$ cat config.mk
export PLATFORM = sky130hd
export DESIGN_NAME = io_tile
export DESIGN_NICKNAME = d
export VERILOG_FILES = /design/src/hdl/tile_pkg.sv /design/src/hdl/msg_fifo.sv /design/src/hdl/mem_concentrator.sv /design/src/hdl/cfg_regs.sv /design/src/hdl/clint_slice.sv /design/src/hdl/io_tile.sv
export VERILOG_INCLUDE_DIRS = /design/src /design/src/hdl
export SDC_FILE = /design/constraint.sdc
export NUM_CORES = 1
export LEC_CHECK = 0
export BUFFER_PORTS_ARGS = -buffer_cell sky130_fd_sc_hd__buf_2
export CAP_MARGIN = 20
export CORE_MARGIN = 5
export CORE_UTILIZATION = 30
export CTS_CLUSTER_SIZE = 8
export DETAILED_ROUTE_END_ITERATION = 16
export GPL_TIMING_DRIVEN = 0
export PLACE_DENSITY_LB_ADDON = 0.2
export SLEW_MARGIN = 25
export SYNTH_ARGS = -nofsm -noshare
export SYNTH_HDL_FRONTEND = slang
export SYNTH_SLANG_ARGS = --single-unit
$ cat constraint.sdc
create_clock -name clk_i -period 8 [get_ports clk_i]
set_input_delay 0.8 -clock clk_i [delete_from_list [all_inputs] [get_ports clk_i]]
set_output_delay 0.8 -clock clk_i [all_outputs]
set_load 0.01 [all_outputs]
$ cat src/hdl/tile_params.svh
`ifndef TILE_PARAMS_SVH
`define TILE_PARAMS_SVH

// Message field widths
`define TILE_ADDR_W 16
`define TILE_DATA_W 64
`define TILE_CID_W 1
`define TILE_DID_W 8

// Local client ids behind the concentrator
`define CID_CFG 1'b0
`define CID_CLINT 1'b1

// Config block offsets
`define CFG_FREEZE_ADDR 16'h0000
`define CFG_CORE_ID_ADDR 16'h0008
`define CFG_DID_ADDR 16'h0010

// CLINT offsets
`define CLINT_MSIP_ADDR 16'h0000
`define CLINT_MTIMECMP_ADDR 16'h4000
`define CLINT_MTIME_ADDR 16'hbff8

`endif

$ cat src/hdl/tile_pkg.sv
`include "tile_params.svh"

package tile_pkg;

   typedef enum logic [0:0]
   {
      e_mem_load  = 1'b0,
      e_mem_store = 1'b1
   } mem_opcode_e;

   // Command into the tile
   typedef struct packed
   {
      logic [`TILE_CID_W-1:0]  cid;
      mem_opcode_e             opcode;
      logic [`TILE_ADDR_W-1:0] addr;
      logic [`TILE_DATA_W-1:0] data;
   } mem_cmd_t;

   // Response out of the tile with zero data for stores
   typedef struct packed
   {
      logic [`TILE_CID_W-1:0]  cid;
      mem_opcode_e             opcode;
      logic [`TILE_ADDR_W-1:0] addr;
      logic [`TILE_DATA_W-1:0] data;
   } mem_resp_t;

endpackage

$ cat src/hdl/msg_fifo.sv
`timescale 1ns/1ps

module msg_fifo
#(
   parameter type payload_t = tile_pkg::mem_cmd_t
)
(
   input  logic     clk_i,
   input  logic     rst_n_i,
   input  payload_t data_i,
   input  logic     v_i,
   output logic     ready_o,
   output payload_t data_o,
   output logic     v_o,
   input  logic     yumi_i
);

   payload_t   mem_q [2];
   logic       wptr_q;
   logic       rptr_q;
   logic [1:0] count_q;
   logic       push;
   logic       pop;

   // Ready depends only on the held count
   assign ready_o = (count_q != 2'd2);
   assign v_o     = (count_q != 2'd0);
   assign data_o  = mem_q[rptr_q];
   assign push    = v_i & ready_o;
   assign pop     = yumi_i & v_o;

   always_ff @(posedge clk_i)
   begin
      if (push)
      begin
         mem_q[wptr_q] <= data_i;
      end
   end

   always_ff @(posedge clk_i or negedge rst_n_i)
   begin
      if (!rst_n_i)
      begin
         wptr_q  <= 1'b0;
         rptr_q  <= 1'b0;
         count_q <= 2'd0;
      end
      else
      begin
         if (push)
            wptr_q <= ~wptr_q;
         if (pop)
            rptr_q <= ~rptr_q;
         count_q <= count_q + {1'b0, push} - {1'b0, pop};
      end
   end

endmodule

$ cat src/hdl/mem_concentrator.sv
`timescale 1ns/1ps

`include "tile_params.svh"

module mem_concentrator
(
   input  logic                clk_i,
   input  logic                rst_n_i,

   input  tile_pkg::mem_cmd_t  cmd_i,
   input  logic                cmd_v_i,
   output logic                cmd_ready_o,

   output tile_pkg::mem_resp_t resp_o,
   output logic                resp_v_o,
   input  logic                resp_ready_i,

   output tile_pkg::mem_cmd_t  cfg_cmd_o,
   output logic                cfg_cmd_v_o,
   input  logic                cfg_cmd_yumi_i,

   output tile_pkg::mem_cmd_t  clint_cmd_o,
   output logic                clint_cmd_v_o,
   input  logic                clint_cmd_yumi_i,

   input  tile_pkg::mem_resp_t cfg_resp_i,
   input  logic                cfg_resp_v_i,
   output logic                cfg_resp_ready_o,

   input  tile_pkg::mem_resp_t clint_resp_i,
   input  logic                clint_resp_v_i,
   output logic                clint_resp_ready_o
);

   import tile_pkg::*;

   mem_cmd_t cmd_head;
   logic     cmd_head_v;
   logic     rr_q;
   logic     lock_q;
   logic     lock_sel_q;
   logic     sel_clint;

   msg_fifo
   #(
      .payload_t(mem_cmd_t)
   )
   u_cmd_fifo
   (
      .clk_i  (clk_i),
      .rst_n_i(rst_n_i),
      .data_i (cmd_i),
      .v_i    (cmd_v_i),
      .ready_o(cmd_ready_o),
      .data_o (cmd_head),
      .v_o    (cmd_head_v),
      .yumi_i (cfg_cmd_yumi_i | clint_cmd_yumi_i)
   );

   // Head goes to both clients but valid only to the addressed one
   assign cfg_cmd_o     = cmd_head;
   assign clint_cmd_o   = cmd_head;
   assign cfg_cmd_v_o   = cmd_head_v & (cmd_head.cid == `CID_CFG);
   assign clint_cmd_v_o = cmd_head_v & (cmd_head.cid == `CID_CLINT);

   // rr_q set means clint has priority
   always_comb
   begin
      if (lock_q)
         sel_clint = lock_sel_q;
      else if (rr_q)
         sel_clint = clint_resp_v_i | ~cfg_resp_v_i;
      else
         sel_clint = ~cfg_resp_v_i & clint_resp_v_i;
   end

   assign resp_v_o           = sel_clint ? clint_resp_v_i : cfg_resp_v_i;
   assign resp_o             = sel_clint ? clint_resp_i : cfg_resp_i;
   assign cfg_resp_ready_o   = resp_ready_i & ~sel_clint;
   assign clint_resp_ready_o = resp_ready_i & sel_clint;

   always_ff @(posedge clk_i or negedge rst_n_i)
   begin
      if (!rst_n_i)
      begin
         rr_q       <= 1'b0;
         lock_q     <= 1'b0;
         lock_sel_q <= 1'b0;
      end
      else
      begin
         // Hold the grant until the stalled response goes out
         lock_q     <= resp_v_o & ~resp_ready_i;
         lock_sel_q <= sel_clint;
         if (resp_v_o & resp_ready_i)
            rr_q <= ~sel_clint;
      end
   end

endmodule

$ cat src/hdl/cfg_regs.sv
`timescale 1ns/1ps

`include "tile_params.svh"

module cfg_regs
(
   input  logic                   clk_i,
   input  logic                   rst_n_i,
   input  tile_pkg::mem_cmd_t     cmd_i,
   input  logic                   cmd_v_i,
   output logic                   cmd_yumi_o,
   output tile_pkg::mem_resp_t    resp_o,
   output logic                   resp_v_o,
   input  logic                   resp_ready_i,
   input  logic [`TILE_DID_W-1:0] did_i,
   output logic                   freeze_o,
   output logic [7:0]             core_id_o
);

   import tile_pkg::*;

   mem_resp_t               resp_li;
   logic                    resp_room;
   logic                    is_store;
   logic [`TILE_DATA_W-1:0] rdata;
   logic                    freeze_q;
   logic [7:0]              core_id_q;

   // Take a command only when its response has a slot
   assign cmd_yumi_o = cmd_v_i & resp_room;
   assign is_store   = (cmd_i.opcode == e_mem_store);

   always_comb
   begin
      case (cmd_i.addr)
         `CFG_FREEZE_ADDR:  rdata = {{(`TILE_DATA_W-1){1'b0}}, freeze_q};
         `CFG_CORE_ID_ADDR: rdata = {{(`TILE_DATA_W-8){1'b0}}, core_id_q};
         `CFG_DID_ADDR:     rdata = {{(`TILE_DATA_W-`TILE_DID_W){1'b0}}, did_i};
         default:           rdata = '0;
      endcase
   end

   assign resp_li.cid    = cmd_i.cid;
   assign resp_li.opcode = cmd_i.opcode;
   assign resp_li.addr   = cmd_i.addr;
   assign resp_li.data   = is_store ? '0 : rdata;

   always_ff @(posedge clk_i or negedge rst_n_i)
   begin
      if (!rst_n_i)
      begin
         freeze_q  <= 1'b1;
         core_id_q <= 8'd0;
      end
      else if (cmd_yumi_o && is_store)
      begin
         // Tile id and unmapped offsets drop the write
         if (cmd_i.addr == `CFG_FREEZE_ADDR)
            freeze_q <= cmd_i.data[0];
         if (cmd_i.addr == `CFG_CORE_ID_ADDR)
            core_id_q <= cmd_i.data[7:0];
      end
   end

   msg_fifo
   #(
      .payload_t(mem_resp_t)
   )
   u_resp_fifo
   (
      .clk_i  (clk_i),
      .rst_n_i(rst_n_i),
      .data_i (resp_li),
      .v_i    (cmd_yumi_o),
      .ready_o(resp_room),
      .data_o (resp_o),
      .v_o    (resp_v_o),
      .yumi_i (resp_v_o & resp_ready_i)
   );

   assign freeze_o  = freeze_q;
   assign core_id_o = core_id_q;

endmodule

$ cat src/hdl/clint_slice.sv
`timescale 1ns/1ps

`include "tile_params.svh"

module clint_slice
(
   input  logic                clk_i,
   input  logic                rst_n_i,
   input  tile_pkg::mem_cmd_t  cmd_i,
   input  logic                cmd_v_i,
   output logic                cmd_yumi_o,
   output tile_pkg::mem_resp_t resp_o,
   output logic                resp_v_o,
   input  logic                resp_ready_i,
   output logic                software_irq_o,
   output logic                timer_irq_o
);

   import tile_pkg::*;

   mem_resp_t               resp_li;
   logic                    resp_room;
   logic                    is_store;
   logic                    wr_msip;
   logic                    wr_mtimecmp;
   logic                    wr_mtime;
   logic [`TILE_DATA_W-1:0] rdata;
   logic                    msip_q;
   logic [`TILE_DATA_W-1:0] mtime_q;
   logic [`TILE_DATA_W-1:0] mtime_n;
   logic [`TILE_DATA_W-1:0] mtimecmp_q;
   logic [`TILE_DATA_W-1:0] mtimecmp_n;
   logic                    timer_irq_q;

   assign cmd_yumi_o = cmd_v_i & resp_room;
   assign is_store   = (cmd_i.opcode == e_mem_store);

   assign wr_msip     = cmd_yumi_o & is_store & (cmd_i.addr == `CLINT_MSIP_ADDR);
   assign wr_mtimecmp = cmd_yumi_o & is_store & (cmd_i.addr == `CLINT_MTIMECMP_ADDR);
   assign wr_mtime    = cmd_yumi_o & is_store & (cmd_i.addr == `CLINT_MTIME_ADDR);

   // A write to mtime replaces that cycle's increment
   assign mtime_n    = wr_mtime ? cmd_i.data : mtime_q + 1'b1;
   assign mtimecmp_n = wr_mtimecmp ? cmd_i.data : mtimecmp_q;

   always_comb
   begin
      case (cmd_i.addr)
         `CLINT_MSIP_ADDR:     rdata = {{(`TILE_DATA_W-1){1'b0}}, msip_q};
         `CLINT_MTIMECMP_ADDR: rdata = mtimecmp_q;
         `CLINT_MTIME_ADDR:    rdata = mtime_q;
         default:              rdata = '0;
      endcase
   end

   assign resp_li.cid    = cmd_i.cid;
   assign resp_li.opcode = cmd_i.opcode;
   assign resp_li.addr   = cmd_i.addr;
   assign resp_li.data   = is_store ? '0 : rdata;

   always_ff @(posedge clk_i or negedge rst_n_i)
   begin
      if (!rst_n_i)
      begin
         msip_q      <= 1'b0;
         mtime_q     <= '0;
         mtimecmp_q  <= '1;
         timer_irq_q <= 1'b0;
      end
      else
      begin
         if (wr_msip)
            msip_q <= cmd_i.data[0];
         mtime_q    <= mtime_n;
         mtimecmp_q <= mtimecmp_n;
         // Compare next values so the irq moves with the store's response
         timer_irq_q <= (mtime_n >= mtimecmp_n);
      end
   end

   msg_fifo
   #(
      .payload_t(mem_resp_t)
   )
   u_resp_fifo
   (
      .clk_i  (clk_i),
      .rst_n_i(rst_n_i),
      .data_i (resp_li),
      .v_i    (cmd_yumi_o),
      .ready_o(resp_room),
      .data_o (resp_o),
      .v_o    (resp_v_o),
      .yumi_i (resp_v_o & resp_ready_i)
   );

   assign software_irq_o = msip_q;
   assign timer_irq_o    = timer_irq_q;

endmodule

$ cat src/hdl/io_tile.sv
`timescale 1ns/1ps

`include "tile_params.svh"

module io_tile
(
   input  logic                   clk_i,
   input  logic                   rst_n_i,
   input  logic [`TILE_DID_W-1:0] did_i,

   input  tile_pkg::mem_cmd_t     cmd_i,
   input  logic                   cmd_v_i,
   output logic                   cmd_ready_o,

   output tile_pkg::mem_resp_t    resp_o,
   output logic                   resp_v_o,
   input  logic                   resp_ready_i,

   output logic                   freeze_o,
   output logic [7:0]             core_id_o,
   output logic                   software_irq_o,
   output logic                   timer_irq_o
);

   import tile_pkg::*;

   mem_cmd_t  cfg_cmd;
   logic      cfg_cmd_v;
   logic      cfg_cmd_yumi;
   mem_resp_t cfg_resp;
   logic      cfg_resp_v;
   logic      cfg_resp_ready;

   mem_cmd_t  clint_cmd;
   logic      clint_cmd_v;
   logic      clint_cmd_yumi;
   mem_resp_t clint_resp;
   logic      clint_resp_v;
   logic      clint_resp_ready;

   mem_concentrator u_mem_concentrator
   (
      .clk_i             (clk_i),
      .rst_n_i           (rst_n_i),
      .cmd_i             (cmd_i),
      .cmd_v_i           (cmd_v_i),
      .cmd_ready_o       (cmd_ready_o),
      .resp_o            (resp_o),
      .resp_v_o          (resp_v_o),
      .resp_ready_i      (resp_ready_i),
      .cfg_cmd_o         (cfg_cmd),
      .cfg_cmd_v_o       (cfg_cmd_v),
      .cfg_cmd_yumi_i    (cfg_cmd_yumi),
      .clint_cmd_o       (clint_cmd),
      .clint_cmd_v_o     (clint_cmd_v),
      .clint_cmd_yumi_i  (clint_cmd_yumi),
      .cfg_resp_i        (cfg_resp),
      .cfg_resp_v_i      (cfg_resp_v),
      .cfg_resp_ready_o  (cfg_resp_ready),
      .clint_resp_i      (clint_resp),
      .clint_resp_v_i    (clint_resp_v),
      .clint_resp_ready_o(clint_resp_ready)
   );

   cfg_regs u_cfg_regs
   (
      .clk_i       (clk_i),
      .rst_n_i     (rst_n_i),
      .cmd_i       (cfg_cmd),
      .cmd_v_i     (cfg_cmd_v),
      .cmd_yumi_o  (cfg_cmd_yumi),
      .resp_o      (cfg_resp),
      .resp_v_o    (cfg_resp_v),
      .resp_ready_i(cfg_resp_ready),
      .did_i       (did_i),
      .freeze_o    (freeze_o),
      .core_id_o   (core_id_o)
   );

   clint_slice u_clint_slice
   (
      .clk_i         (clk_i),
      .rst_n_i       (rst_n_i),
      .cmd_i         (clint_cmd),
      .cmd_v_i       (clint_cmd_v),
      .cmd_yumi_o    (clint_cmd_yumi),
      .resp_o        (clint_resp),
      .resp_v_o      (clint_resp_v),
      .resp_ready_i  (clint_resp_ready),
      .software_irq_o(software_irq_o),
      .timer_irq_o   (timer_irq_o)
   );

endmodule

* Word level (Yosys, flattened, before mapping)
Memories as Yosys holds them, arrays and structs flattened. Cells that the tools add are included.
Word-level totals: flip-flop bits (word level) 154, bits in latches 0, RAM bits 380, memory bits (read-only) 0, input port bits 94, output and inout port bits 95, logic and storage cells 92, memories kept 3
Memories:
- u_clint_slice.u_resp_fifo.mem_q | depth 2, width 82, read ports 1, clocked after Yosys merged registers in 0, wr ports 1, RTL line msg_fifo.sv:18 | payload_t mem_q [2];
- u_mem_concentrator.u_cmd_fifo.mem_q | depth 2, width 82, read ports 1, clocked after Yosys merged registers in 0, wr ports 1, RTL line msg_fifo.sv:18
- u_cfg_regs.u_resp_fifo.mem_q | depth 2, width 26, read ports 1, clocked after Yosys merged registers in 0, wr ports 1, RTL line msg_fifo.sv:18
Operators by class: $add $sub $neg 7, $mul 0, divide/modulo/power cells 0, $lt $le $gt $ge 1, equal/unequal tests 7, shift-type cells 0, multiplexer cells 16, bitwise gates (word level) 33, reductions and logical operators 7
Operators by type and width (number):
- 64-bit two-way mux | 3
- 64-bit one-hot mux with 3 select lines | 1
- 82-bit two-way mux | 1
- 64-bit by 1-bit adder with 64-bit output (second input constant) | 1
- 64-bit >= comparator | 1
- 8-bit one-hot mux with 3 select lines | 1
- 1-bit bitwise AND | 21
- 16-bit by 15-bit equality test with 1-bit output (second input constant) | 1
- 16-bit equality test (second input constant) | 1
- 16-bit by 4-bit equality test with 1-bit output (second input constant) | 1
- 16-bit by 5-bit equality test with 1-bit output (second input constant) | 1
- 16-bit logical NOT | 1
- 1-bit NOT | 10
- 1-bit two-way mux | 9
- 8-bit two-way mux | 1
- 2-bit by 1-bit adder with 2-bit output | 3
- 2-bit != test (second input constant) | 3
- 2-bit nonzero test | 3
- 2-bit by 1-bit subtractor with 2-bit output | 3
- 2-bit AND reduction | 2
- 1-bit bitwise OR | 2
- 1-bit logical AND | 1

* Logic depth before layout (Yosys ltp)
Gate-level depths: netlist of run 1.
depth in word-level cells 10, mapped depth 17, depth with buffers taken out 14

* Modules after synthesis
From an unflattened synthesis of run 1, not the netlist that was laid out.
Second synthesis, totals: cells, all modules 1983, area total of the unflattened synthesis 30707.0 µm²
By module, submodules not included:
- msg_fifo | instances 3, cells an instance 272, area each 6463.7 µm², sequential area each 5024.8 µm²
- clint_slice | instances 1, cells an instance 922, area each 8966.1 µm², sequential area each 3333.2 µm²
- mem_concentrator | instances 1, cells an instance 192, area each 1809.2 µm², sequential area each 75.1 µm²
- cfg_regs | instances 1, cells an instance 53, area each 540.5 µm², sequential area each 226.5 µm²

* Least setup slack after synthesis of run 1
OpenSTA, ideal clock, no wires.
path type register to register, start point register u_mem_concentrator.u_cmd_fifo.rptr_q, end point memory u_clint_slice.u_resp_fifo.mem_q[0][0] in the netlist's numbering, enable pin, setup time 0.523 ns, data arrival time 4.378 ns, path slack 3.099 ns, stages on the path, launching flop included 5, buffers on the path 1, path through dfrtp_1 > buf_2 > mux2_2 > o221ai_2 > nor2_1
RTL lines:
- from (decl) | RTL line msg_fifo.sv:20 | logic rptr_q;
- from (signal assigned) | RTL line msg_fifo.sv:53 | rptr_q <= ~rptr_q;
- to (decl) | RTL line msg_fifo.sv:18

==> flow_summary_export.csv, run 1 <==
group,metric,value,unit
cells_and_area,multi_input_area,0.008097,mm^2
timing,setup_tns,0,ns
worst_setup_path,critical_path.most_common_cell,"sky130_fd_sc_hd__buf_2",
synth,synth.largest_area_cell,"sky130_fd_sc_hd__edfxtp_1",
synth,post-synth-top-count-cell,"sky130_fd_sc_hd__edfxtp_1",
drt,drt-initial-drc-count,943,
synth,synth_edf_count,380,
synth,synth_top_family_by_area,"compound AO/OA/AOI/OAI gates",
grt,first_global_vias,16399,
synth,netlist.area_leader.share,47.90,%
flow_run,max-cap-violations,0,
synth,async_flop_share,28.84,%
floorplan,rows,103,
cells_and_area,seqCellArea,0.01535,mm^2
worst_setup_path,worst_setup_path_end_kind,"flip-flop",
floorplan,floorplan.die_area,0.08514,mm^2
worst_setup_path,slowest_stage,"sky130_fd_sc_hd__nor4_1",
grt,overflow,0,
timing,max_slew.worst_pin.slew,0.9843,ns
timing,unrepaired_setup_endpoints_after_global_routing,"no",
cells_and_area,synthToLayoutAreaGrowth,21.34,%
floorplan,io_pins,189,
synth,synth_nets,1947,
synth,yosysUniqueCellTypes,61,
worst_setup_path,critical_path_arrival,5.88,ns
synth,synth_seq_cells,534,
timing,layout_min_cycle_time,5.332,ns
worst_setup_path,critPathBufInv,5,
cts,cts.sink_count,534,
cts,clkSlewWorstSetupHoldPaths,0.06,ns
synth,synth_simple_gate_area_share,9.260,%
drt,finalWirelength,68900,um
drt,num_vias,15686,
synth,synth_compound_gate_area_share,9.990,%
drt,vias_per_cell,4.925,
cells_and_area,drive_gt1_share,19.46,%
cts,cts_htree_levels,3,
placement,place.detailed.hpwl,50590,um
synth,synthesis.yosys.warnings,0,
grt,grt_max_degree,69,
cts,tritoncts.num_buffers,77,
worst_setup_path,crit_chain,"buf_2 -> buf_2 -> a21o_1 -> nor2_1 -> nand4_1 -> buf_2 -> clkbuf_1 -> buf_2 -> nand2_1 -> o21a_1 -> ha_1 -> nand4_1 -> nor4_1 -> o311a_1 -> a2111oi_0 -> nand2_1",
worst_setup_path,critical-path-top-delay-family,"buffers and inverters",
run_status,status,"complete, no violations",
floorplan,die_w,291.8,um
cts,clk_root_buffer_cell,"sky130_fd_sc_hd__clkbuf_16",
cts,cts_tree,"done",
placement,gpl.final_weighted_congestion,0.8550,
worst_setup_path,max_stage_delay,0.90,ns
worst_setup_path,cp-start-kind,"flip-flop",
timing,hold_viol,0,
drt,drtAntennaViolNets,0,
drt,route.detailed.wl_per_inst,21.63,um
timing,slew_headroom,33.77,%
synth,synth.cells.most_frequent,"sky130_fd_sc_hd__edfxtp_1, sky130_fd_sc_hd__mux2i_1, sky130_fd_sc_hd__nand2_1",
timing,min_period_over_period,66.65,%
synth,synth_adder_area_share,3.771,%
cts,clk_path_buf_depth,3,
power,vdd_ir_drop_max,0.1892,mV
timing,fmax,0.1875,GHz
placement,buffer_ports.inserted,188,
grt,global_route_wire_length_before_repair,103700,um
worst_setup_path,timing.critical_path.required,8.55,ns
cells_and_area,fin_util,36.65,%
power,power.density,349.2,mW/mm^2
synth,syn_inst,1782,
synth,synth_area,0.02382,mm^2
timing,slew_violations,0,
hold_path,timing.hold.worst.class,"input pin to flip-flop",
cts,cts.repair_timing.setup_buffer_count,0,
drt,drt_pass1_iterations,5,
synth,syn_area_per_cell,13.37,um^2
drt,drt_drc_violations_left,0,
floorplan,chipHeight,291.8,um
synth,ys.flop_type,"sky130_fd_sc_hd__edfxtp_1",
worst_setup_path,cp_max_fo,10,
cells_and_area,final.fill_count,7662,
cells_and_area,num-nets-final,2233,
grt,global_route.usage.total,15.81,%
timing,final-setup-viol-count,0,
timing,finClkSkew,0.05054,ns
synth,yosys.area_share.xor_xnor,2.647,%
synth,synth.yosys.seq_area_share,64.42,%
grt,grt_antenna_before_repair,3,
synth,synth_mux_area_share,8.141,%
power,power.static_leakage,11.11,nW
floorplan,fp.coreArea,0.07887,mm^2
worst_setup_path,category_of_the_most_critical_setup_path,"flip-flop to flip-flop",
floorplan,floorplan.initialDensity,30.20,%
synth,synthTopCellsByArea,"sky130_fd_sc_hd__edfxtp_1, sky130_fd_sc_hd__dfrtp_1, sky130_fd_sc_hd__mux2i_1",
cts,clock_latency_reported_for_the_late_side_of_the_worst_skew_pair,0.64,ns
==> worst paths after layout <==
path,from,endpoint,slack (ns),cells past startpoint
max,u_mem_concentrator.u_cmd_fifo.rptr_q,u_clint_slice.timer_irq_o,2.67,16
min,cmd_i[73],u_mem_concentrator.u_cmd_fifo.mem_q[0][73],0.35,1
max reg2reg,u_mem_concentrator.u_cmd_fifo.rptr_q,u_clint_slice.timer_irq_o,2.67,16
min reg2reg,u_clint_slice.u_resp_fifo.count_q[1],u_clint_slice.u_resp_fifo.count_q[1],0.50,1
max in group asynchronous,rst_n_i,u_clint_slice.mtimecmp_q[23],6.29,4
min in group asynchronous,rst_n_i,u_cfg_regs.core_id_o[5],0.62,2
==> cell families after synthesis <==
group,after synthesis
AO/OA/AOI/OAI,361
XOR/XNOR,72
adder cells (fa/ha/maj),72
buffers and inverters,104
flip-flops,534
multiplexers,192
AND/OR/NAND/NOR,447
==> flip-flops by register name (all words and copies together), names as in the netlist, 2 cells and up <==
register                               cells
u_clint_slice.u_resp_fifo.count_q          2
u_mem_concentrator.u_cmd_fifo.mem_q      164
u_cfg_regs.u_resp_fifo.mem_q              52
u_clint_slice.mtimecmp_q                  64
u_cfg_regs.u_resp_fifo.count_q             2
u_clint_slice.u_resp_fifo.mem_q          164
u_mem_concentrator.u_cmd_fifo.count_q      2
u_cfg_regs.core_id_o                       8
u_clint_slice.mtime_q                     64
==> what timing repair did <==
item / 4_1_cts / 5_1_grt
resized for setup: 0 / 0
endpoints found under the hold margin: 8 / 0
hold buffers: 1 / 0
==> layer usage <==
| metal | up-vias | track usage, % | wire (um) |
|---|---|---|---|
| met5 | - | 0 | 13 |
| met2 | 384 | 26.68 | 33250 |
| met1 | 7846 | 21.04 | 30810 |
| li1 | 7354 | - | - |
| met3 | 100 | 2.890 | 3286 |
| met4 | 2 | 4.364 | 1536 |
==> area by class of cell <==
cell class,instances,share of cell area [%]
flip-flops and latches,534,53.09
multi-input cells,1144,28.01
clock buffers,135,7.420
repair buffers,207,4.779
well taps,1050,4.545
plain buffers,90,1.294
clock inverters,9,0.6580
inverters,14,0.1818
diodes,2,0.01732
==> per-stage QoR <==
step	hold WS, ns	power, mW	setup slack, ns	cell area [um^2]	instances
final	0.3507	10.09	2.668	28900	3185
after global routing	0.3223	10.65	2.414	28900	3183
after CTS	0.2997	10.30	2.622	28900	3183
after detailed placement	0.4883	7.141	2.661	26550	3038
after global placement	0.4768	7.022	0.08152	26080	3020
after floorplan	0.4593	5.638	3.099	23820	1782
==> layout by cell type, fill, tap and decap left out, types with 12 or more instances in the layout <==
cell	count
sky130_fd_sc_hd__nor3_1	16
sky130_fd_sc_hd__clkbuf_16	77
sky130_fd_sc_hd__nand3_1	39
sky130_fd_sc_hd__nor4_1	18
sky130_fd_sc_hd__xor2_1	28
sky130_fd_sc_hd__o21a_1	63
sky130_fd_sc_hd__nand4_1	46
sky130_fd_sc_hd__a21oi_1	86
sky130_fd_sc_hd__edfxtp_1	380
sky130_fd_sc_hd__and3_1	13
sky130_fd_sc_hd__nor2b_1	34
sky130_fd_sc_hd__buf_1	12
sky130_fd_sc_hd__mux2i_1	178
sky130_fd_sc_hd__nand2_1	126
sky130_fd_sc_hd__a211oi_1	29
sky130_fd_sc_hd__inv_1	14
sky130_fd_sc_hd__ha_1	71
sky130_fd_sc_hd__buf_2	213
sky130_fd_sc_hd__xnor2_1	44
sky130_fd_sc_hd__dfstp_2	65
sky130_fd_sc_hd__clkbuf_1	107
sky130_fd_sc_hd__o21ai_0	86
sky130_fd_sc_hd__a22o_1	63
sky130_fd_sc_hd__dfrtp_1	89
sky130_fd_sc_hd__nor2_1	115
sky130_fd_sc_hd__mux2_2	14
==> power breakdown <==
group / switching (mW) / internal (mW) / total, mW
Clock: 1.25 / 1.84 / 3.09
Combinational: 2.08 / 1.05 / 3.13
Sequential: 0.162 / 3.71 / 3.87
Total: 3.50 / 6.60 / 10.1
Note: power is estimated with default switching activity, not from simulation.
==> inputs of run 2 (changes only) <==
--- a/config.mk
+++ b/config.mk
@@ -6,6 +6,7 @@
 export SDC_FILE = /design/constraint.sdc
 export NUM_CORES = 1
 export LEC_CHECK = 0
+export ABC_AREA = 1
 export BUFFER_PORTS_ARGS = -buffer_cell sky130_fd_sc_hd__buf_2
 export CAP_MARGIN = 20
 export CORE_MARGIN = 5
==> constraint.sdc (replaced) <==
create_clock -name clk_i -period 5.5 [get_ports clk_i]
set_input_delay 0.55 -clock clk_i [delete_from_list [all_inputs] [get_ports clk_i]]
set_output_delay 0.55 -clock clk_i [all_outputs]
set_load 0.01 [all_outputs]
==> run 2 against run 1 <==
Against the previous run:
- register-to-register slack lost 1.5 ns
- maximum frequency increased by 22%
- sequential cell count unchanged
- count of clock-buffer cells in the layout unchanged
- setup slack got worse by 1.5 ns
- synthesized area increased by 8.8%
- cell area increased by 7.8%
- largest cell class unchanged
==> flow_summary_export.csv, run 2 <==
group,metric,value,unit
run_status,status,"complete, no violations",
placement,place.detailed.hpwl,66190,um
cells_and_area,multi_input_area,0.008760,mm^2
synth,syn_inst,2596,
worst_setup_path,slowest_stage,"sky130_fd_sc_hd__nor2_4",
cells_and_area,largestRegisters,"u_clint_slice.u_resp_fifo.mem_q x164, u_mem_concentrator.u_cmd_fifo.mem_q x164",
synth,synth_mux_area_share,2.240,%
worst_setup_path,cp-start-kind,"flip-flop",
worst_setup_path,crit-reg2reg-capture,"u_clint_slice.timer_irq_o",
synth,synth_seq_cells,534,
floorplan,die_w,303.9,um
synth,yosysUniqueCellTypes,41,
synth,synth_area,0.02592,mm^2
synth,synth_simple_gate_area_share,17.61,%
worst_setup_path,worst_setup_path_end_kind,"flip-flop",
drt,drtAntennaViolNets,0,
floorplan,io_pins,189,
drt,vias_per_cell,4.638,
cells_and_area,seqCellArea,0.01535,mm^2
worst_setup_path,critical_path_arrival,4.85,ns
timing,fmax,0.2296,GHz
worst_setup_path,timing.critical_path.required,6.00,ns
timing,finClkSkew,0.05590,ns
synth,synth_nets,2761,
synth,synth_adder_area_share,3.427,%
cells_and_area,synthToLayoutAreaGrowth,20.20,%
cts,cts.sink_count,534,
worst_setup_path,critical-path-top-delay-family,"simple AND/OR/NAND/NOR gates",
cts,cts_htree_levels,3,
synth,synth_compound_gate_area_share,8.825,%
synth,yosys.area_share.xor_xnor,1.521,%
worst_setup_path,reg2reg_setup_slack,1.14,ns
cts,cts_tree,"done",
hold_path,hold_depth,1,
hold_path,worstHoldStart,"cmd_i[75]",
cells_and_area,antenna_cells,0,
flow_run,max-cap-violations,0,
grt,overflow,0,
placement,buffer_ports.inserted,188,
floorplan,rows,107,
grt,global_route_wire_length_before_repair,125900,um
cts,tritoncts.num_buffers,77,
floorplan,fp.coreArea,0.08541,mm^2
grt,global_route.usage.total,17.92,%
drt,route.detailed.wl_per_inst,20.66,um
drt,finalWirelength,84550,um
cts,cts.repair_timing.setup_buffer_count,0,
worst_setup_path,regToRegStartpoint,"u_mem_concentrator.u_cmd_fifo.rptr_q",
worst_setup_path,category_of_the_most_critical_setup_path,"flip-flop to flip-flop",
drt,drt_pass1_iterations,6,
drt,num_vias,18979,
hold_path,holdPathEnd,"u_mem_concentrator.u_cmd_fifo.mem_q[1][75]",
timing,max_slew.worst_pin.slew,1.111,ns
cts,clock_latency_reported_for_the_late_side_of_the_worst_skew_pair,0.64,ns
timing,hold_viol,0,
cts,cts_resized,0,
synth,synth.largest_area_cell,"sky130_fd_sc_hd__edfxtp_1",
power,power.density,484.5,mW/mm^2
cts,clk_path_buf_depth,3,
drt,drt_drc_violations_left,0,
grt,first_global_vias,19699,
power,vdd_ir_drop_max,0.2344,mV
synth,synthesis.yosys.warnings,0,
cells_and_area,num-nets-final,3048,
power,totalPowerFinal,15.09,mW
placement,gpl.final_weighted_congestion,0.9588,
worst_setup_path,critical_path.most_common_cell,"sky130_fd_sc_hd__nand2_1",
placement,dpl-instance-area,0.02881,mm^2
synth,synth.yosys.seq_area_share,59.21,%
worst_setup_path,max_stage_delay,0.44,ns
hold_path,timing.hold.worst.class,"input pin to flip-flop",
synth,synth_top_family_by_area,"simple AND/OR/NAND/NOR gates",
synth,synth.cells.most_frequent,"sky130_fd_sc_hd__nand2_1, sky130_fd_sc_hd__edfxtp_1, sky130_fd_sc_hd__inv_1",
timing,slew_headroom,25.16,%
synth,synth_edf_count,380,
synth,post-synth-top-count-cell,"sky130_fd_sc_hd__nand2_1",
timing,min_period_over_period,79.19,%
grt,grt_antenna_before_repair,0,
synth,synthTopCellsByArea,"sky130_fd_sc_hd__edfxtp_1, sky130_fd_sc_hd__dfrtp_1, sky130_fd_sc_hd__nand2_1",
synth,ys.flop_type,"sky130_fd_sc_hd__edfxtp_1",
worst_setup_path,worst_r2r_path_depth,26,
timing,layout_min_cycle_time,4.356,ns
floorplan,floorplan.initialDensity,30.34,%
worst_setup_path,critPathBufInv,4,
synth,async_flop_share,28.84,%
synth,syn_area_per_cell,9.984,um^2
cells_and_area,final.fill_count,8730,
cells_and_area,mostFrequentLayoutCells,"sky130_fd_sc_hd__nand2_1, sky130_fd_sc_hd__edfxtp_1, sky130_fd_sc_hd__inv_1, sky130_fd_sc_hd__buf_2, sky130_fd_sc_hd__nor2_1",
cells_and_area,final_common_cell,"sky130_fd_sc_hd__nand2_1",
floorplan,floorplan.die_area,0.09237,mm^2
cts,clkSlewWorstSetupHoldPaths,0.05,ns
cells_and_area,drive_gt1_share,21.57,%
synth,netlist.area_leader.share,44.03,%
floorplan,chipHeight,303.9,um
power,power.static_leakage,12.03,nW
timing,unrepaired_setup_endpoints_after_global_routing,"no",
timing,slew_violations,0,
cts,clk_root_buffer_cell,"sky130_fd_sc_hd__clkbuf_16",
drt,drt-initial-drc-count,1276,
worst_setup_path,cp_max_fo,10,
grt,grt_max_degree,83,
timing,final-setup-viol-count,0,
cells_and_area,finalInstanceArea,0.03115,mm^2
run 2: layer usage:
layer	share of wire, %	GRT usage (%)	wire (um)
met2	47	29.54	39870
met1	45	24.50	38430
met3	5.0	3.194	4256
met4	2.3	4.795	1984
met5	0	0	0
run 2: power by group:
group	internal (mW)	total (mW)	switching [mW]
Sequential	5.43	5.64	0.217
Combinational	1.53	4.94	3.40
Clock	2.68	4.51	1.83
run 2: worst reg2reg max path: stages, from the launching register on:
cell	delay, ns
sky130_fd_sc_hd__dfrtp_1	0.36
sky130_fd_sc_hd__buf_6	0.14
sky130_fd_sc_hd__buf_4	0.19
sky130_fd_sc_hd__nand2_1	0.06
sky130_fd_sc_hd__o21ai_1	0.38
sky130_fd_sc_hd__nand2_1	0.14
sky130_fd_sc_hd__nor2_1	0.12
sky130_fd_sc_hd__nand2_1	0.09
sky130_fd_sc_hd__nor2_4	0.44
sky130_fd_sc_hd__nand3_2	0.22
sky130_fd_sc_hd__buf_2	0.27
sky130_fd_sc_hd__buf_2	0.27
sky130_fd_sc_hd__nand2_1	0.10
sky130_fd_sc_hd__o21ai_1	0.12
sky130_fd_sc_hd__ha_1	0.36
sky130_fd_sc_hd__nand2_1	0.08
sky130_fd_sc_hd__nand3_1	0.08
sky130_fd_sc_hd__nand2_1	0.07
sky130_fd_sc_hd__nand2_1	0.07
sky130_fd_sc_hd__nand2_1	0.06
sky130_fd_sc_hd__nand2_1	0.08
sky130_fd_sc_hd__nand2_1	0.07
sky130_fd_sc_hd__nand2_1	0.09
sky130_fd_sc_hd__nand2_1	0.08
sky130_fd_sc_hd__nand2_1	0.13
sky130_fd_sc_hd__nand2_1	0.10
sky130_fd_sc_hd__nand2_1	0.07
run 2: how the worst max path moves through the flow:
stage	from	endpoint	slack [ns]	cells past startpoint
2_1_floorplan	u_mem_concentrator.u_cmd_fifo.rptr_q	u_clint_slice.u_resp_fifo.mem_q[1][0]	0.60	7
3_3_place_gp	u_mem_concentrator.u_cmd_fifo.rptr_q	u_clint_slice.u_resp_fifo.mem_q[1][38]	-1.93	7
3_5_place_dp	u_mem_concentrator.u_cmd_fifo.rptr_q	u_clint_slice.timer_irq_o	1.17	20
4_1_cts	u_mem_concentrator.u_cmd_fifo.rptr_q	u_clint_slice.timer_irq_o	1.15	20
5_1_grt	u_mem_concentrator.u_cmd_fifo.rptr_q	u_clint_slice.timer_irq_o	0.83	22
6_report	u_mem_concentrator.u_cmd_fifo.rptr_q	u_clint_slice.timer_irq_o	1.14	26
run 2: repair_timing:
item / in CTS / in global routing
endpoints found under the setup margin: 0 / 0
hold buffers: 1 / 0
endpoints found under the hold margin: 35 / 0
run 2: final cells by class:
cell class / instances / share of cell area (%)
Buffer: 99 / 1.663
Clock buffer: 135 / 6.916
Clock inverter: 9 / 0.5783
Inverter: 357 / 4.301
Multi-Input combinational cell: 1606 / 28.12
Sequential cell: 534 / 49.26
Tap cell: 1144 / 4.595
Timing Repair Buffer: 208 / 4.570
run 2: kinds of logic (layout without fill, tap and decap cells):
| group | count (synthesis) | in the layout |
|---|---|---|
| AOI/OAI and AO/OA | 391 | 391 |
| xor gates and xnor gates | 45 | 45 |
| adders and majority gates | 71 | 71 |
| buffers and inverters | 456 | 808 |
| DFF | 534 | 534 |
| muxes | 58 | 58 |
| and+or+nand+nor | 1041 | 1041 |
run 2: per-stage QoR:
stage	cells	utilization, %	setup slack [ns]	hold slack (ns)	setup TNS (ns)
floorplan	2596	-	0.6000	0.2544	0
CTS	4092	36.47	1.152	0.06116	0
detailed placement	3947	33.73	1.170	0.4877	0
global route	4092	36.47	0.8330	0.07594	0
finish	4092	36.47	1.144	0.09804	0
global placement	3928	33.12	-1.929	0.4732	-589.71
==> inputs of run 3 (changes only) <==
--- a/config.mk
+++ b/config.mk
@@ -6,7 +6,7 @@
 export SDC_FILE = /design/constraint.sdc
 export NUM_CORES = 1
 export LEC_CHECK = 0
-export ABC_AREA = 1
+export ABC_AREA = 0
 export BUFFER_PORTS_ARGS = -buffer_cell sky130_fd_sc_hd__buf_2
 export CAP_MARGIN = 20
 export CORE_MARGIN = 5
==> constraint.sdc (replaced) <==
create_clock -name clk_i -period 3.64 [get_ports clk_i]
set_input_delay 0.364 -clock clk_i [delete_from_list [all_inputs] [get_ports clk_i]]
set_output_delay 0.364 -clock clk_i [all_outputs]
set_load 0.01 [all_outputs]
==> run 3 against run 2 <==
Against the previous run:
- the run now ends with setup timing left
- cell area shrank 0.73%
- clock power is 51% higher
- setup slack worse by 1.3 ns
- hold slack better by 0.014 ns
- critical endpoint unchanged
==> flow_summary_export.csv, run 3 (synthesis gave the netlist of run 1 again) <==
group,metric,value,unit
run_status,status,"finished, violations left",
run_status,failing_checks,"setup timing",
drt,drt_pass1_iterations,5,
floorplan,rows,103,
cells_and_area,synthToLayoutAreaGrowth,29.82,%
worst_setup_path,category_of_the_most_critical_setup_path,"flip-flop to flip-flop",
drt,route.detailed.wl_per_inst,21.15,um
worst_setup_path,regToRegStartpoint,"u_mem_concentrator.u_cmd_fifo.mem_q[1][70]",
floorplan,chipHeight,291.8,um
worst_setup_path,slowest_stage,"sky130_fd_sc_hd__or4_4",
timing,min_setup_slack_post_route,-0.1829,ns
flow_run,max-cap-violations,0,
cells_and_area,final_common_cell,"sky130_fd_sc_hd__edfxtp_1",
cells_and_area,num-nets-final,2368,
floorplan,floorplan.initialDensity,30.20,%
timing,min_period_over_period,105.0,%
cts,clock_latency_reported_for_the_late_side_of_the_worst_skew_pair,0.64,ns
placement,dp_cells,3038,
cts,cts_tree,"done",
placement,gpl.final_weighted_congestion,0.8624,
timing,hold_viol,0,
hold_path,timing.hold.worst.class,"input pin to flip-flop",
cts,clk_path_buf_depth,3,
timing,layout_min_cycle_time,3.823,ns
timing,fmax,0.2616,GHz
grt,overflow,0,
floorplan,die_w,291.8,um
drt,drt-initial-drc-count,1085,
floorplan,io_pins,189,
timing,slew_violations,0,
cells_and_area,finalInstanceArea,0.03093,mm^2
cells_and_area,final-instance-count-excl-fill,3322,
placement,place.detailed.hpwl,50780,um
power,power.density,728.0,mW/mm^2
worst_setup_path,worst_setup_path_end_kind,"flip-flop",
drt,vias_per_cell,4.900,
timing,final-setup-viol-count,1,
grt,grt_antenna_before_repair,1,
grt,global_route_wire_length_before_repair,105700,um
worst_setup_path,critical_path.most_common_cell,"sky130_fd_sc_hd__nand4_1",
drt,num_vias,16277,
worst_setup_path,critPathBufInv,3,
timing,slew_headroom,37.24,%
placement,buffer_ports.inserted,188,
cts,cts.sink_count,534,
drt,drt_drc_violations_left,0,
power,vdd_ir_drop_max,0.4506,mV
grt,first_global_vias,16894,
worst_setup_path,critical_path_arrival,4.38,ns
grt,grt_max_degree,60,
placement,dpl-instance-area,0.02656,mm^2
timing,unrepaired_setup_endpoints_after_global_routing,"yes",
worst_setup_path,critical-path-top-delay-family,"simple AND/OR/NAND/NOR gates",
cts,clk_root_buffer_cell,"sky130_fd_sc_hd__clkbuf_16",
worst_setup_path,cp-start-kind,"flip-flop",
floorplan,fp.coreArea,0.07887,mm^2
drt,drtAntennaViolNets,0,
worst_setup_path,max_stage_delay,0.50,ns
worst_setup_path,crit_path_start,"u_mem_concentrator.u_cmd_fifo.mem_q[1][70]",
worst_setup_path,cp_max_fo,6,
drt,finalWirelength,70260,um
cells_and_area,mostFrequentLayoutCells,"sky130_fd_sc_hd__edfxtp_1, sky130_fd_sc_hd__buf_2, sky130_fd_sc_hd__mux2i_1, sky130_fd_sc_hd__nand2_1, sky130_fd_sc_hd__nor2_1",
cts,cts_htree_levels,3,
cts,clkSlewWorstSetupHoldPaths,0.06,ns
worst_setup_path,crit_chain,"nor4_2 -> nand4_1 -> mux2i_4 -> nand4_1 -> buf_6 -> clkbuf_16 -> clkbuf_16 -> o21a_1 -> ha_4 -> and4_4 -> nand4_1 -> or4_4 -> a21oi_4 -> o2111ai_1 -> nand2_1",
cells_and_area,largestRegisters,"u_clint_slice.u_resp_fifo.mem_q x164, u_mem_concentrator.u_cmd_fifo.mem_q x164",
grt,global_route.usage.total,16.05,%
timing,finClkSkew,0.04547,ns
cells_and_area,final.fill_count,7581,
floorplan,floorplan.die_area,0.08514,mm^2
timing,max_slew.worst_pin.slew,0.9414,ns
cells_and_area,drive_gt1_share,25.09,%
power,power.static_leakage,12.08,nW
worst_setup_path,timing.critical_path.required,4.19,ns
cts,tritoncts.num_buffers,77,
hold_path,worstHoldStart,"did_i[3]",
[run 3: what timing repair did]
item	4_1_cts	5_1_grt
cloned	1	1
hold buffers	84	0
setup endpoints to repair	39	46
setup buffers	46	7
hold endpoints to repair	209	0
pin swaps	41	17
gates resized for setup	165	31
[run 3: report_power, final]
part | switching (mW) | internal, mW
sequential | 0.374 | 8.14
clock | 2.77 | 4.06
combinational | 4.64 | 2.52
total | 7.79 | 14.7
[run 3: path summary, 6_finish.rpt]
kind | to | slack (ns) | cells after the start
max reg2reg | u_clint_slice.timer_irq_o | -0.18 | 15
min reg2reg | u_clint_slice.u_resp_fifo.count_q[1] | 0.49 | 1
min | u_cfg_regs.u_resp_fifo.mem_q[0][3] | 0.11 | 3
max | u_clint_slice.timer_irq_o | -0.18 | 15
min in group asynchronous | u_cfg_regs.core_id_o[5] | 0.22 | 2
max in group asynchronous | u_clint_slice.mtimecmp_q[14] | 2.67 | 3
[run 3: cell type report]
class / count / area, um^2 / area share (%)
well taps: 1050 / 1314 / 4.248
multi-input cells: 1144 / 8571 / 27.71
diodes: 4 / 10.01 / 0.03237
clock inverters: 9 / 190.2 / 0.6150
flip-flops and latches: 534 / 15360 / 49.67
clock buffers: 135 / 2155 / 6.967
repair buffers: 345 / 2680 / 8.666
plain buffers: 87 / 594.3 / 1.922
inverters: 14 / 52.55 / 0.1699
[run 3: stage by stage]
step / hold slack [ns] / total power [mW] / util [%] / TNS (ns) / worst slack [ns]
5_1_grt: 0.1186 / 23.73 / 39.20 / -0.3213 / -0.3213
4_1_cts: 0.07918 / 22.94 / 38.99 / -0.1036 / -0.1036
2_1_floorplan: 0.06841 / 12.38 / - / -206.80 / -1.261
3_5_place_dp: 0.2826 / 15.70 / 33.68 / -1.741 / -1.741
6_report: 0.1123 / 22.52 / 39.21 / -0.1829 / -0.1829
3_3_place_gp: 0.4807 / 15.07 / 33.07 / -902.70 / -4.092
[run 3: per-layer routing]
metal | vias up | track usage (%) | wire length [um]
met4 | 0 | 4.248 | 1631
met1 | 8122 | 21.54 | 31340
met5 | - | 0 | 0
li1 | 7640 | - | -
met2 | 417 | 27.32 | 34020
met3 | 98 | 2.479 | 3261
[run 3: worst register-to-register path, delay by kind of cell (launching register included)]
kind            cells  cell delay (ns)
mux                 1             0.22
flops               1             0.42
compound gates      3             0.47
fa+ha+maj           1             0.28
simple gates        7             1.78
buf+inv             3             0.57
